<file path="src/hw/utxPkg.sv">
// texel decode types, format codes, register map and pipeline occupancy enum
`default_nettype none

package utxPkg;

	// payload widths
	typedef logic [63:0] blockWord;
	typedef logic [63:0] texelWord;
	typedef logic [3:0] pixIndex;

	// colour channels
	typedef logic [7:0] chan8;
	typedef logic [4:0] chan5;

	// configuration port
	typedef logic [1:0] cfgAddrT;
	typedef logic [7:0] cfgDataT;

	// format flag carried with each request
	localparam logic fmtUtx1 = 1'b0;
	localparam logic fmtUtx2 = 1'b1;

	// register map
	localparam cfgAddrT addrMode = 2'd0;
	localparam cfgAddrT addrStatus = 2'd1;

	// mode register layout
	localparam int modeUtx2Bit = 0;
	localparam int modeInterpBit = 1;
	localparam cfgDataT modeMask = 8'h03;
	localparam cfgDataT modeResetValue = 8'h03;

	// how many texels the two-stage pipeline currently holds
	typedef enum logic [1:0]
	{
		empty,
		one,
		two
	} pipeState;

endpackage

`default_nettype wire

</file>
<file path="src/hw/utxInterp.sv">
// utxInterp: 11:5 weighted blend of two 5-bit channels into an 8-bit channel
`timescale 1ns/1ps
`default_nettype none

module utxInterp
	import utxPkg::*;
(
	input wire chan5 near,
	input wire chan5 far,
	output chan8 blend
);

	chan8 nearExp;
	chan8 farExp;
	logic [11:0] weighted;

	// 5-to-8 expansion repeats the top three bits
	assign nearExp = {near, near[4:2]};
	assign farExp = {far, far[4:2]};

	// max is 16 * 255, so twelve bits are enough
	assign weighted = ({4'b0000, nearExp} * 12'd11) + ({4'b0000, farExp} * 12'd5);

	// divide by the total weight of 16
	assign blend = weighted[11:4];

endmodule

`default_nettype wire

</file>
<file path="src/hw/utxPixelDecode.sv">
// utxPixelDecode: combinational UTX1/UTX2 block decoder returning one texel
`timescale 1ns/1ps
`default_nettype none

module utxPixelDecode
	import utxPkg::*;
(
	input wire blockWord block,
	input wire pixIndex index,
	input wire format,
	input wire utx2Enable,
	input wire interpEnable,
	output texelWord texel
);

	// UTX1 fields, all expanded from 4 bits
	chan8 spread;
	chan8 halfSpread;
	chan8 centreR;
	chan8 centreG;
	chan8 centreB;
	logic utx1Sel;
	logic [31:0] utx1Lo;
	logic [31:0] utx1Hi;

	// UTX2 endpoints and selectors
	logic [15:0] colorA;
	logic [15:0] colorB;
	logic selB;
	logic selA;
	logic alphaMode;
	logic doInterp;
	chan5 endA [3:0];
	chan5 endB [3:0];
	chan8 mixB [3:0];
	chan8 mixA [3:0];
	logic [31:0] loColor;
	logic [31:0] hiColor;
	logic [31:0] towardB;
	logic [31:0] towardA;

	// selected pixel as alpha, red, green, blue
	logic [31:0] pick;

	assign spread = {block[15:12], block[15:12]};
	assign halfSpread = {1'b0, spread[7:1]};
	assign centreR = {block[11:8], block[11:8]};
	assign centreG = {block[7:4], block[7:4]};
	assign centreB = {block[3:0], block[3:0]};

	// selector word sits at bits 31:16
	assign utx1Sel = block[{2'b01, index}];

	assign utx1Lo = {8'hFF, centreR - halfSpread, centreG - halfSpread, centreB - halfSpread};
	assign utx1Hi = {8'hFF, centreR + halfSpread, centreG + halfSpread, centreB + halfSpread};

	assign colorA = block[15:0];
	assign colorB = block[31:16];

	// two-bit selectors start at bit 32, B is the odd bit of each pair
	assign selB = block[{1'b1, index, 1'b1}];
	assign selA = block[{1'b1, index, 1'b0}];

	assign alphaMode = colorA[15];
	assign doInterp = (colorA[15] == colorB[15]) && interpEnable;

	// per channel endpoints, index 3 is alpha
	assign endA = '{{colorA[10], colorA[5], colorA[0], 2'b00},
		colorA[14:10], colorA[9:5], colorA[4:0]};
	assign endB = '{{colorB[10], colorB[5], colorB[0], 2'b00},
		colorB[14:10], colorB[9:5], colorB[4:0]};

	genvar ch;
	generate
		for (ch = 0; ch < 4; ch++)
		begin : gBlend
			utxInterp i_towardB (.near(endB[ch]), .far(endA[ch]), .blend(mixB[ch]));
			utxInterp i_towardA (.near(endA[ch]), .far(endB[ch]), .blend(mixA[ch]));
		end
	endgenerate

	assign towardB = {mixB[3], mixB[2], mixB[1], mixB[0]};
	assign towardA = {mixA[3], mixA[2], mixA[1], mixA[0]};

	// low level from colour B, high level from colour A
	assign loColor = {colorB[10], colorB[5], colorB[0], 5'b00000,
		colorB[14:10], colorB[14:12], colorB[9:5], colorB[9:7], colorB[4:0], colorB[4:2]};
	assign hiColor = {colorA[10], colorA[5], colorA[0], 5'b00000,
		colorA[14:10], colorA[14:12], colorA[9:5], colorA[9:7], colorA[4:0], colorA[4:2]};

	always_comb
	begin
		pick = 32'h0000_0000;
		case (format)
			fmtUtx1:
				pick = utx1Sel ? utx1Hi : utx1Lo;
			fmtUtx2:
			begin
				// a disabled UTX2 request leaves the texel at zero
				if (utx2Enable)
				begin
					if (doInterp)
					begin
						case ({selB, selA})
							2'b00: pick = loColor;
							2'b10: pick = towardB;
							2'b01: pick = towardA;
							default: pick = hiColor;
						endcase
					end
					else
					begin
						// two-level rule, alpha picked by its own selector
						pick[23:0] = selB ? hiColor[23:0] : loColor[23:0];
						pick[31:24] = selA ? hiColor[31:24] : loColor[31:24];
					end
					if (!alphaMode)
						pick[31:24] = 8'hFF;
				end
			end
		endcase
	end

	assign texel = {pick[31:24], pick[31:24], pick[23:16], pick[23:16],
		pick[15:8], pick[15:8], pick[7:0], pick[7:0]};

endmodule

`default_nettype wire

</file>
<file path="src/hw/utxModeRegs.sv">
// utxModeRegs: mode register and delivered texel counter with readback
`timescale 1ns/1ps
`default_nettype none

module utxModeRegs
	import utxPkg::*;
(
	input wire clock,
	input wire rst,
	input wire cfgWrite,
	input wire cfgAddrT cfgAddr,
	input wire cfgDataT cfgData,
	input wire texDone,
	output cfgDataT cfgReadData,
	output logic utx2Enable,
	output logic interpEnable
);

	cfgDataT modeReg;
	cfgDataT texCount;

	always_ff @(posedge clock)
	begin
		if (rst)
		begin
			modeReg <= modeResetValue;
			texCount <= '0;
		end
		else
		begin
			// status is read-only, only the mode address takes writes
			if (cfgWrite && (cfgAddr == addrMode))
				modeReg <= cfgData & modeMask;
			// wraps at 256
			if (texDone)
				texCount <= texCount + 8'd1;
		end
	end

	assign utx2Enable = modeReg[modeUtx2Bit];
	assign interpEnable = modeReg[modeInterpBit];

	always_comb
	begin
		case (cfgAddr)
			addrMode: cfgReadData = modeReg;
			addrStatus: cfgReadData = texCount;
			default: cfgReadData = '0;
		endcase
	end

	// unused mode bits never become set, whatever was written
	assert property (@(posedge clock) disable iff (rst) (modeReg & ~modeMask) == '0);

endmodule

`default_nettype wire

</file>
<file path="src/hw/utxTexelUnit.sv">
// utxTexelUnit: two-stage valid/ready texel pipeline around the pixel decoder
`timescale 1ns/1ps
`default_nettype none

module utxTexelUnit
	import utxPkg::*;
(
	input wire clock,
	input wire rst,
	input wire utx2Enable,
	input wire interpEnable,
	input wire reqValid,
	input wire blockWord reqBlock,
	input wire pixIndex reqIndex,
	input wire reqFormat,
	input wire texReady,
	output logic reqReady,
	output logic texValid,
	output texelWord texData,
	output logic texDone
);

	pipeState state;
	pipeState stateNext;
	texelWord decoded;
	texelWord holdReg;
	texelWord outReg;
	logic accept;
	logic deliver;
	logic outFromDec;
	logic outFromHold;
	logic holdFromDec;

	// decode on entry with the mode bits of this cycle
	utxPixelDecode i_utxPixelDecode
	(
		.block(reqBlock),
		.index(reqIndex),
		.format(reqFormat),
		.utx2Enable(utx2Enable),
		.interpEnable(interpEnable),
		.texel(decoded)
	);

	assign texValid = (state != empty);
	assign reqReady = (state != two) || texReady;
	assign accept = reqValid && reqReady;
	assign deliver = texValid && texReady;
	assign texDone = deliver;
	assign texData = outReg;

	always_comb
	begin
		stateNext = state;
		outFromDec = 1'b0;
		outFromHold = 1'b0;
		holdFromDec = 1'b0;
		case (state)
			empty:
			begin
				if (accept)
				begin
					stateNext = one;
					outFromDec = 1'b1;
				end
			end
			one:
			begin
				// straight into the output register when it drains this cycle
				if (accept && deliver)
					outFromDec = 1'b1;
				else if (accept)
				begin
					stateNext = two;
					holdFromDec = 1'b1;
				end
				else if (deliver)
					stateNext = empty;
			end
			two:
			begin
				// older item moves up first so order is kept
				if (deliver)
				begin
					outFromHold = 1'b1;
					holdFromDec = accept;
					if (!accept)
						stateNext = one;
				end
			end
			default:
				stateNext = empty;
		endcase
	end

	always_ff @(posedge clock)
	begin
		if (rst)
			state <= empty;
		else
			state <= stateNext;
	end

	always_ff @(posedge clock)
	begin
		if (outFromDec)
			outReg <= decoded;
		else if (outFromHold)
			outReg <= holdReg;
		if (holdFromDec)
			holdReg <= decoded;
	end

	// a stalled texel is neither dropped nor changed
	assert property (@(posedge clock) disable iff (rst)
		texValid && !texReady |=> texValid && $stable(texData));

	// a refused request keeps its payload until it is taken
	assert property (@(posedge clock) disable iff (rst)
		reqValid && !reqReady |=> reqValid && $stable(reqBlock) && $stable(reqIndex)
			&& $stable(reqFormat));

endmodule

`default_nettype wire

</file>
<file path="src/hw/utxTop.sv">
// utxTop: configuration registers joined to the texel pipeline
`timescale 1ns/1ps
`default_nettype none

module utxTop
	import utxPkg::*;
(
	input wire clock,
	input wire rst,
	input wire cfgWrite,
	input wire cfgAddrT cfgAddr,
	input wire cfgDataT cfgData,
	output cfgDataT cfgReadData,
	input wire reqValid,
	input wire blockWord reqBlock,
	input wire pixIndex reqIndex,
	input wire reqFormat,
	output logic reqReady,
	output logic texValid,
	output texelWord texData,
	input wire texReady
);

	wire utx2Enable;
	wire interpEnable;
	wire texDone;

	utxModeRegs i_utxModeRegs
	(
		.clock(clock),
		.rst(rst),
		.cfgWrite(cfgWrite),
		.cfgAddr(cfgAddr),
		.cfgData(cfgData),
		.texDone(texDone),
		.cfgReadData(cfgReadData),
		.utx2Enable(utx2Enable),
		.interpEnable(interpEnable)
	);

	utxTexelUnit i_utxTexelUnit
	(
		.clock(clock),
		.rst(rst),
		.utx2Enable(utx2Enable),
		.interpEnable(interpEnable),
		.reqValid(reqValid),
		.reqBlock(reqBlock),
		.reqIndex(reqIndex),
		.reqFormat(reqFormat),
		.texReady(texReady),
		.reqReady(reqReady),
		.texValid(texValid),
		.texData(texData),
		.texDone(texDone)
	);

endmodule

`default_nettype wire

</file>
<file path="config.mk">
export PLATFORM = sky130hd
export DESIGN_NAME = utxTop
export DESIGN_NICKNAME = d
export VERILOG_FILES = /design/src/hw/utxPkg.sv /design/src/hw/utxInterp.sv /design/src/hw/utxPixelDecode.sv /design/src/hw/utxModeRegs.sv /design/src/hw/utxTexelUnit.sv /design/src/hw/utxTop.sv
export SDC_FILE = /design/constraint.sdc
export NUM_CORES = 1
export LEC_CHECK = 0
export BUFFER_PORTS_ARGS = -buffer_cell sky130_fd_sc_hd__buf_4
export CAP_MARGIN = 40
export CORE_AREA = 2 2 179 252
export DETAILED_ROUTE_END_ITERATION = 8
export DIE_AREA = 0 0 181 254
export HOLD_SLACK_MARGIN = 0.15
export PLACE_DENSITY = 0.68
export SYNTH_ARGS = -nofsm -noshare
export SYNTH_HDL_FRONTEND = slang
export SYNTH_HIERARCHICAL = 1
export SYNTH_SLANG_ARGS = --single-unit
</file>
<file path="constraint.sdc">
create_clock -name clock -period 6.5 [get_ports clock]
set_input_delay 0.65 -clock clock [delete_from_list [all_inputs] [get_ports clock]]
set_output_delay 0.65 -clock clock [all_outputs]
set_load 0.02 [all_outputs]
</file>
After elaboration in Yosys (flattened, before gate mapping)
Index checks and enable logic that the tools add are counted.
{ "classes": {"add_sub_neg": 15, "mul": 16, "order_cmp": 3, "n_eq_ne": 12, "n_mux": 32, "bitwise": 1, "n_reduce_logical": 12} }
{ "ops": {"columns": ["cell", "n"], "rows": [
  ["2-to-1 mux 64 bit", 2],
  ["adder 12 x 11 -> 12 bit", 8],
  ["multiplier 8 x 4 -> 12 bit (second input constant)", 8],
  ["case mux 32 bit (3 select lines)", 1],
  ["multiplier 8 x 3 -> 11 bit (second input constant)", 8],
  ["2-to-1 mux 32 bit", 2],
  ["case mux 32 bit (2 select lines)", 1],
  ["2-to-1 mux 24 bit", 2],
  ["adder 8 x 7 -> 8 bit", 3],
  ["subtractor 8 x 7 -> 8 bit", 3],
  ["2-to-1 mux 8 bit", 2],
  ["case mux 8 bit (2 select lines)", 1],
  ["less-than comparator 6 x 7 -> 1 bit (second input constant)", 2],
  ["binary-select mux 1 bit (select 4 bit)", 3],
  ["2-to-1 mux 2 bit", 6],
  ["2-to-1 mux 1 bit", 9],
  ["adder 8 x 1 -> 8 bit (second input constant)", 1],
  ["less-than comparator 5 x 7 -> 1 bit (second input constant)", 1],
  ["equality test 2 x 1 -> 1 bit (second input constant)", 3],
  ["zero test 2 bit", 3],
  ["inequality test 2 bit (second input constant)", 3],
  ["case mux 2 bit (3 select lines)", 1],
  ["logical AND 1 bit", 5],
  ["AND reduction 5 bit", 1],
  ["other kinds (8)", 12]
]} }
{ "totals": {"register_bits": 140, "input_bits": 84, "out_inout_bits": 74, "wordCells": 96} }

Depth between registers and ports, before layout
Gate-level depths: netlist of run 1.
{ "depth": {"ltp_word": 9, "ltp_mapped": 19, "mapped_depth_nobuf": 18} }

Modules after synthesis
The synthesis of run 1 kept the hierarchy.
{ "by_module_without_submodules": {"columns": ["module", "instances", "cells_per_inst", "area_per_inst_um2"], "rows": [
  ["utxInterp (i_utxTexelUnit.i_utxPixelDecode.gBlend[0].i_towardA ...)", 5, 113, 1122.3],
  ["utxTexelUnit", 1, 230, 5044.8],
  ["utxPixelDecode", 1, 375, 2870.3],
  ["utxInterp (i_utxTexelUnit.i_utxPixelDecode.gBlend[3].i_towardB)", 1, 123, 1161.1],
  ["utxInterp (i_utxTexelUnit.i_utxPixelDecode.gBlend[3].i_towardA)", 1, 115, 1089.8],
  ["utxInterp (i_utxTexelUnit.i_utxPixelDecode.gBlend[2].i_towardA)", 1, 107, 1072.3],
  ["utxModeRegs", 1, 55, 491.7]
]} }

Worst setup path after synthesis of run 1
Ideal clock, no wire load.
{ "synth_timing": {"path_type": "input-to-reg", "from": "input port reqBlock[6]", "to": "register i_utxTexelUnit.outReg[31], in the netlist i_utxTexelUnit/texData[31], data pin", "arrival_time_ns": 4.786, "t_required_ns": 6.240, "slack_ns": 1.454, "path_stages": 17, "path_cell_list": "ha_1 -> fa_1 -> inv_1 -> fa_1 -> fa_1 -> inv_1 -> ha_1 -> and3_1 -> a221oi_4 -> a21oi_2 -> nor4bb_1 -> a311oi_1 -> mux2_4 -> o221ai_1 -> o211ai_1 -> buf_4 -> mux2_4"} }
{ "synth_lines": {"columns": ["element", "line", "source"], "rows": [
  ["start, declared", "utxTop.sv:15", "input wire blockWord reqBlock,"],
  ["end signal, assigned", "utxTexelUnit.sv:107", "outReg <= decoded;"],
  ["end signal, assigned", "utxTexelUnit.sv:109", "outReg <= holdReg;"],
  ["end, declared", "utxTexelUnit.sv:27", "texelWord outReg;"]
]} }

==> run_results.csv, run 1 <==
group,metric,value,unit
setup_path,crit_arrival,5480,ps
timing,timing.final.hold_violations,0,
global_route,grt_overflow,0,
setup_path,worstSetupEndpointType,"register",
clock_network,clock_path_buffers,2,
yosys,netlist_instances,1570,
routing,first_iter_violations,666,
yosys,synth_largest_type_area_fraction,22.2,%
yosys,async_sr_flop_fraction,0,%
global_route,global_route.usage.total,17.9,%
setup_path,critical_path.top_delay_family,"adder cells",
hold_path,hold_depth,2,
yosys,yosys_warnings,6,
clock_network,clock_pin_slew_worst_setup_and_hold_paths,60,ps
floorplan,die-area,46000,um^2
layout,postLayoutCoreUtil,44.7,%
clock_network,htree_levels,4,
layout,area.sequential,4080,um^2
yosys,synth.cell_area,17300,um^2
yosys,synth_area_leader_cell,"edfxtp_1",
setup_path,cpMostUsedCell,"fa_1",
run,max_cap_violations,0,
routing,viasPerCell,5.35,
routing,via_count,12200,
setup_path,slowest_stage,"fa_1",
global_route,grt_start_max_net_pins,65,
global_route,vias_in_the_first_global_route,13000,
timing,post_route_minimum_period,5330,ps
power_and_ir_drop,power_leakage,9.22,nW
floorplan,die_height,254,um
timing,rsz_0062_raised_after_global_routing,"false",
setup_path,setup.worst_path.start_class,"input pin",
clock_network,cts_setup_buffers,0,
yosys,synth_flop_type,"edfxtp_1",
layout,antenna_diode_count,0,
floorplan,die_w,181,um
power_and_ir_drop,power.density_cell_area,332,nW/um^2
timing,setup_viol,0,
hold_path,min_path_type,"in -> reg",
routing,remaining_drc_errors,0,
placed_design,last_weighted_congestion_value_of_the_routability_driven_placer,0.926,
yosys,yosysUniqueCellTypes,88,
clock_network,insertion_delay,410,ps
floorplan,start_util,39.7,%
layout,drive_above_1_share,19.4,%
clock_network,cts_inserted_buffers,17,
global_route,number_of_antenna_violations_at_the_first_check_in_global_routing,0,
timing,max_freq,188,MHz
timing,finalSetupTns,0,ps
routing,first_pass_iters,6,
global_route,grt_pass1_wl,66000,um
floorplan,row_count,91,
layout,areaGrowthSynthToFinish,12.7,%
placed_design,placed_cells_incl_taps,2252,
routing,antenna_nets_post_route,0,
placed_design,detailedPlacementHpwl,32400,um
setup_path,rr_worst_depth,6,
clock_network,cts_hold_buf,0,
setup_path,criticalPathCategory,"in -> reg",
clock_network,post_cts_resized,0,
routing,routedWlPerCell,17.8,um
layout,multi_input_area,12000,um^2
setup_path,crit_fanout,20,
clock_network,cts.root.buffer_cell,"clkbuf_16",
floorplan,ioPinCount,158,
layout,post_layout_cell_count,2284,
setup_path,slowest_delay,520,ps
yosys,synth-edff-count,128,
clock_network,clkSinkCount,140,
outcome,run_status,"finished, final reports clean",
setup_path,timing.critical_path.depth,17,
timing,final.setup_skew,7.83,ps
yosys,post_synth_main_area_contributors,"edfxtp_1, ha_1, fa_1",
floorplan,design.core.area,43700,um^2
timing,fraction_of_the_cycle_the_final_worst_path_needs,81.9,%
placed_design,port_buffers,151,
setup_path,critical_path.cell_chain,"buf_4 -> ha_1 -> fa_1 -> inv_1 -> fa_1 -> fa_1 -> inv_1 -> ha_1 -> and3_1 -> a221oi_4 -> a21oi_2 -> nor4bb_1 -> a311oi_1 -> mux2_4 -> o221ai_1 -> o211ai_1 -> mux2_4",
clock_network,tritoncts_clock_tree,"done",
power_and_ir_drop,power.ir.vdd_worst,194,uV
layout,finalNetCount,2202,
setup_path,timing.critical_path.buf_inv,3,
yosys,synth_area_per_cell,11.0,um^2
timing,drv_slew,0,
yosys,synth_seq_cells,140,
yosys,synth.yosys.seq_area_share,23.5,%
timing,slew_headroom,40.2,%
setup_path,critPathRequiredTime,6650,ps
timing,tightest_slew,890,ps
routing,totalWireLength,40700,um
layout,fillCellCount,4088,
[cell type report]
| class | count | area share, % |
|---|---|---|
| flip-flops and latches | 140 | 20.9 |
| repair buffers | 166 | 6.47 |
| clock buffers | 18 | 2.20 |
| clock inverters | 14 | 0.781 |
| well taps | 558 | 3.57 |
| multi-input cells | 1144 | 61.4 |
| inverters | 244 | 4.69 |
[worst register-to-register path: cells and delay by family, from the launching register on]
family | cells | cell delay [ps]
multiplexers | 1 | 210
flip-flops | 1 | 420
AND/OR/NAND/NOR | 1 | 490
AO/OA/AOI/OAI | 4 | 1400
[through the flow]
step                      setup slack [ps]  hold slack, ps  area (um^2)  power, mW
after floorplan                       1450             454        17400       4.61
after global placement                 836             476        18900       5.41
after CTS                             1200             437        19500       6.51
after detailed placement               755             491        19000       5.55
final                                 1170             452        19500       6.48
after global routing                   938             444        19500       7.03
[layout by cell type, fill, tap and decap left out, types with 9 or more instances in the layout]
cell	netlist	final
ha_1	274	274
inv_1	244	244
buf_4	33	164
fa_1	131	131
edfxtp_1	128	128
a21oi_1	66	66
mux2_4	53	53
xor2_1	46	46
nor2_1	46	45
a21o_1	42	42
xnor2_1	40	40
nand2_1	35	34
nand2b_1	31	31
mux2i_1	30	30
o21ai_0	22	22
mux2_2	20	20
conb_1	1	20
clkbuf_16	0	17
and3_1	17	17
nand3_1	15	15
nor3_1	15	15
a31oi_1	13	13
o22ai_1	13	13
dfxtp_1	12	12
mux4_2	12	12
a21oi_2	12	12
nor2b_1	11	11
o2bb2ai_1	11	11
or3_1	10	10
o221ai_1	9	9
[cells by family (layout without fill, tap and decap cells)]
family / after synthesis / after routing / synth area share [%]
XOR/XNOR: 86 / 86 / 4.34
buffers and inverters: 305 / 442 / 7.81
multiplexers: 118 / 118 / 9.46
AO/OA/AOI/OAI: 293 / 293 / 12.9
flip-flops: 140 / 140 / 23.5
AND/OR/NAND/NOR: 222 / 222 / 7.01
adder cells (fa/ha/maj): 405 / 405 / 34.9
other: 1 / 20 / 0.0216
[final timing paths]
check                            startpoint                          to  slack (ps)
setup / recovery               reqBlock[21]  i_utxTexelUnit/texData[23]        1170
hold / removal                   cfgData[0]    i_utxModeRegs/modeReg[0]         450
setup reg to reg   i_utxModeRegs/modeReg[1]  i_utxTexelUnit/texData[23]        3840
hold reg to reg   i_utxModeRegs/texCount[7]   i_utxModeRegs/texCount[7]         490
[routing by layer]
metal,part of all wire (%),track usage (%),vias up
met2,51,32.9,305
met4,2.5,5.81,0
li1,-,-,5804
met3,4.2,2.02,54
met5,0,0,-
met1,42,21.7,6050
[cell usage after synthesis (6+ instances only)]
cell type and number:
nor2b_1 11, xnor2_1 40, nor3_1 15, a21oi_2 12, inv_1 244, mux4_2 12, o22ai_1 13, o21bai_1 6
a311oi_1 6, and2_1 7, a31oi_1 13, mux2_2 20, nor3b_1 7, xor2_1 46, dfxtp_1 12, clkbuf_1 10
buf_6 10, mux2i_1 30, o21ai_1 8, buf_2 8, a21o_1 42, nand3_1 15, nand2_1 35, o221ai_1 9
ha_1 274, mux2_4 53, buf_4 33, o2bb2ai_1 11, o21a_1 8, and3_1 17, a21oi_1 66, o21ai_0 22
nand2b_1 31, a211oi_2 6, fa_1 131, or3_1 10, nor2_1 46, edfxtp_1 128
[sequential cells by signal (all words and copies together), names as in the netlist]
signal                  cells
i_utxModeRegs/modeReg       2
i_utxModeRegs/texCount      8
i_utxTexelUnit/holdReg     64
i_utxTexelUnit/state        2
i_utxTexelUnit/texData     64
[power breakdown]
part	switching [mW]	internal, mW	total, mW
registers	0.0408	1.16	1.21
logic	2.40	1.95	4.35
clock network	0.384	0.541	0.925
total	2.83	3.65	6.48
Power figures use the tool's default switching activity.
==> run 2: changes to the inputs <==
- clock period: 6.5 -> 4.9 ns (I/O delays scaled with it)
==> run 2 against run 1 <==
Final area rose by 8.2%. Sequential power rose by 32%. Critical path depth rose by 1. Setup slack got worse by 1000 ps. Wire length rose by 5.3%.
==> run_results.csv, run 2 (same netlist as run 1, synthesis figures left out) <==
group,metric,value,unit
outcome,run_status,"finished, final reports clean",
routing,remaining_drc_errors,0,
layout,fillCellCount,3959,
timing,postLayoutSetupSlackWorst,173,ps
global_route,grt_overflow,0,
setup_path,crit_fanout,6,
hold_path,min_path_type,"in -> reg",
layout,most-common-layout-cells,"buf_4, ha_1, inv_1",
floorplan,die-area,46000,um^2
clock_network,tritoncts_clock_tree,"done",
placed_design,placed_cells_incl_taps,2447,
routing,viasPerCell,5.16,
timing,finalSetupTns,0,ps
timing,post_route_minimum_period,4730,ps
power_and_ir_drop,power_leakage,10.2,nW
layout,antenna_diode_count,0,
timing,slew_headroom,35.7,%
clock_network,clock_path_buffers,2,
routing,first_iter_violations,559,
clock_network,cts.root.buffer_cell,"clkbuf_16",
layout,finalNetCount,2399,
clock_network,clock_pin_slew_worst_setup_and_hold_paths,60,ps
power_and_ir_drop,p_sw_share,41.1,%
timing,hold_ws,283,ps
setup_path,criticalPathCategory,"in -> reg",
floorplan,die_w,181,um
setup_path,crit_arrival,5020,ps
clock_network,insertion_delay,420,ps
placed_design,dp_slack,-311,ps
run,max_cap_violations,0,
power_and_ir_drop,p_seq_share,16.6,%
power_and_ir_drop,share_clk_of_total_power,13.0,%
power_and_ir_drop,p_int,5.67,mW
power_and_ir_drop,combinationalPowerShare,70.4,%
floorplan,ioPinCount,158,
routing,routedWlPerCell,17.3,um
layout,areaGrowthSynthToFinish,21.9,%
global_route,global_route.usage.total,18.9,%
setup_path,worstSetupEndpointType,"register",
clock_network,htree_levels,4,
placed_design,detailedPlacementHpwl,35800,um
timing,timing.final.hold_violations,0,
global_route,grt_start_max_net_pins,51,
routing,totalWireLength,42900,um
timing,tightest_slew,965,ps
routing,antenna_nets_post_route,0,
layout,drive_above_1_share,28.0,%
global_route,number_of_antenna_violations_at_the_first_check_in_global_routing,0,
power_and_ir_drop,power.density_cell_area,456,nW/um^2
placed_design,last_weighted_congestion_value_of_the_routability_driven_placer,0.922,
timing,drv_slew,0,
timing,final.setup_skew,6.42,ps
timing,setup_viol,0,
floorplan,row_count,91,
floorplan,start_util,39.7,%
layout,layout.cells.most_common,"buf_4",
layout,post_layout_cell_count,2481,
routing,first_pass_iters,4,
routing,via_count,12800,
power_and_ir_drop,power.ir.vdd_worst,231,uV
clock_network,cts_hold_buf,0,
power_and_ir_drop,net_switching_component_of_the_power,3.96,mW
clock_network,clkSinkCount,140,
global_route,grt_pass1_wl,68900,um
global_route,vias_in_the_first_global_route,13500,
placed_design,port_buffers,151,
clock_network,cts_inserted_buffers,17,
floorplan,die_height,254,um
setup_path,critPathRequiredTime,5190,ps
setup_path,setup.worst_path.start_class,"input pin",
timing,fraction_of_the_cycle_the_final_worst_path_needs,96.5,%
floorplan,design.core.area,43700,um^2
timing,max_freq,212,MHz
## run 2: critical path, stage by stage
cell and delay, ps:
buf_4 180, buf_4 170, ha_1 300, inv_1 70
fa_1 530, inv_1 50, fa_1 560, fa_1 440
ha_1 340, a211oi_2 190, nor2_1 110, or4_4 430
a31oi_2 200, xor2_1 250, nor2_1 100, o31ai_2 290
buf_4 180, mux2_2 140
## run 2: through the flow
step           power [mW]  instance area (um^2)  utilization (%)
2_1_floorplan        6.12                 17400                -
3_3_place_gp         8.18                 20400             46.6
3_5_place_dp         8.36                 20500             46.8
4_1_cts              9.65                 21100             48.2
5_1_grt              10.4                 21100             48.3
6_report             9.63                 21100             48.3
## run 2: final timing paths
kind	slack (ps)	to	depth (start not counted)	startpoint
max	170	i_utxTexelUnit/texData[63]	18	reqBlock[16]
min	280	i_utxModeRegs/modeReg[1]	2	cfgData[1]
max reg2reg	2320	i_utxTexelUnit/texData[27]	8	i_utxModeRegs/modeReg[1]
min reg2reg	490	i_utxModeRegs/texCount[7]	2	i_utxModeRegs/texCount[7]
## run 2: cell type report
cell class	instances	area (um^2)	area share, %
repair buffers	363	2790	13.2
multi-input cells	1144	12000	57.0
flip-flops and latches	140	4080	19.3
clock buffers	22	529	2.50
well taps	558	698	3.30
clock inverters	10	71.3	0.337
inverters	244	916	4.33
## run 2: power by group through the flow
stage                     clock network, mW  registers (mW)  logic (mW)
after global placement                    0            1.62        6.55
final                                  1.25            1.60        6.78
after CTS                              1.27            1.60        6.78
after global routing                   1.33            1.61        7.50
after floorplan                           0            1.75        4.37
after detailed placement                  0            1.62        6.74
## run 2: metal layers
layer  routed length (um)  vias to the layer above  share of wire [%]  global-route usage [%]
met5                    0                        -                  0                       0
met4                 1580                        0                3.7                    7.62
met3                 1620                       79                3.8                    2.22
met2                21600                      311                 50                    34.6
met1                18100                     6214                 42                    22.4
li1                     -                     6210                  -                       -
## run 2: what timing repair did
| item | CTS | global route |
|---|---|---|
| endpoints found under the setup margin | 0 | 10 |
| setup buffers | 0 | 1 |
| endpoints found under the hold margin | 0 | 0 |
| resized for setup | 0 | 8 |
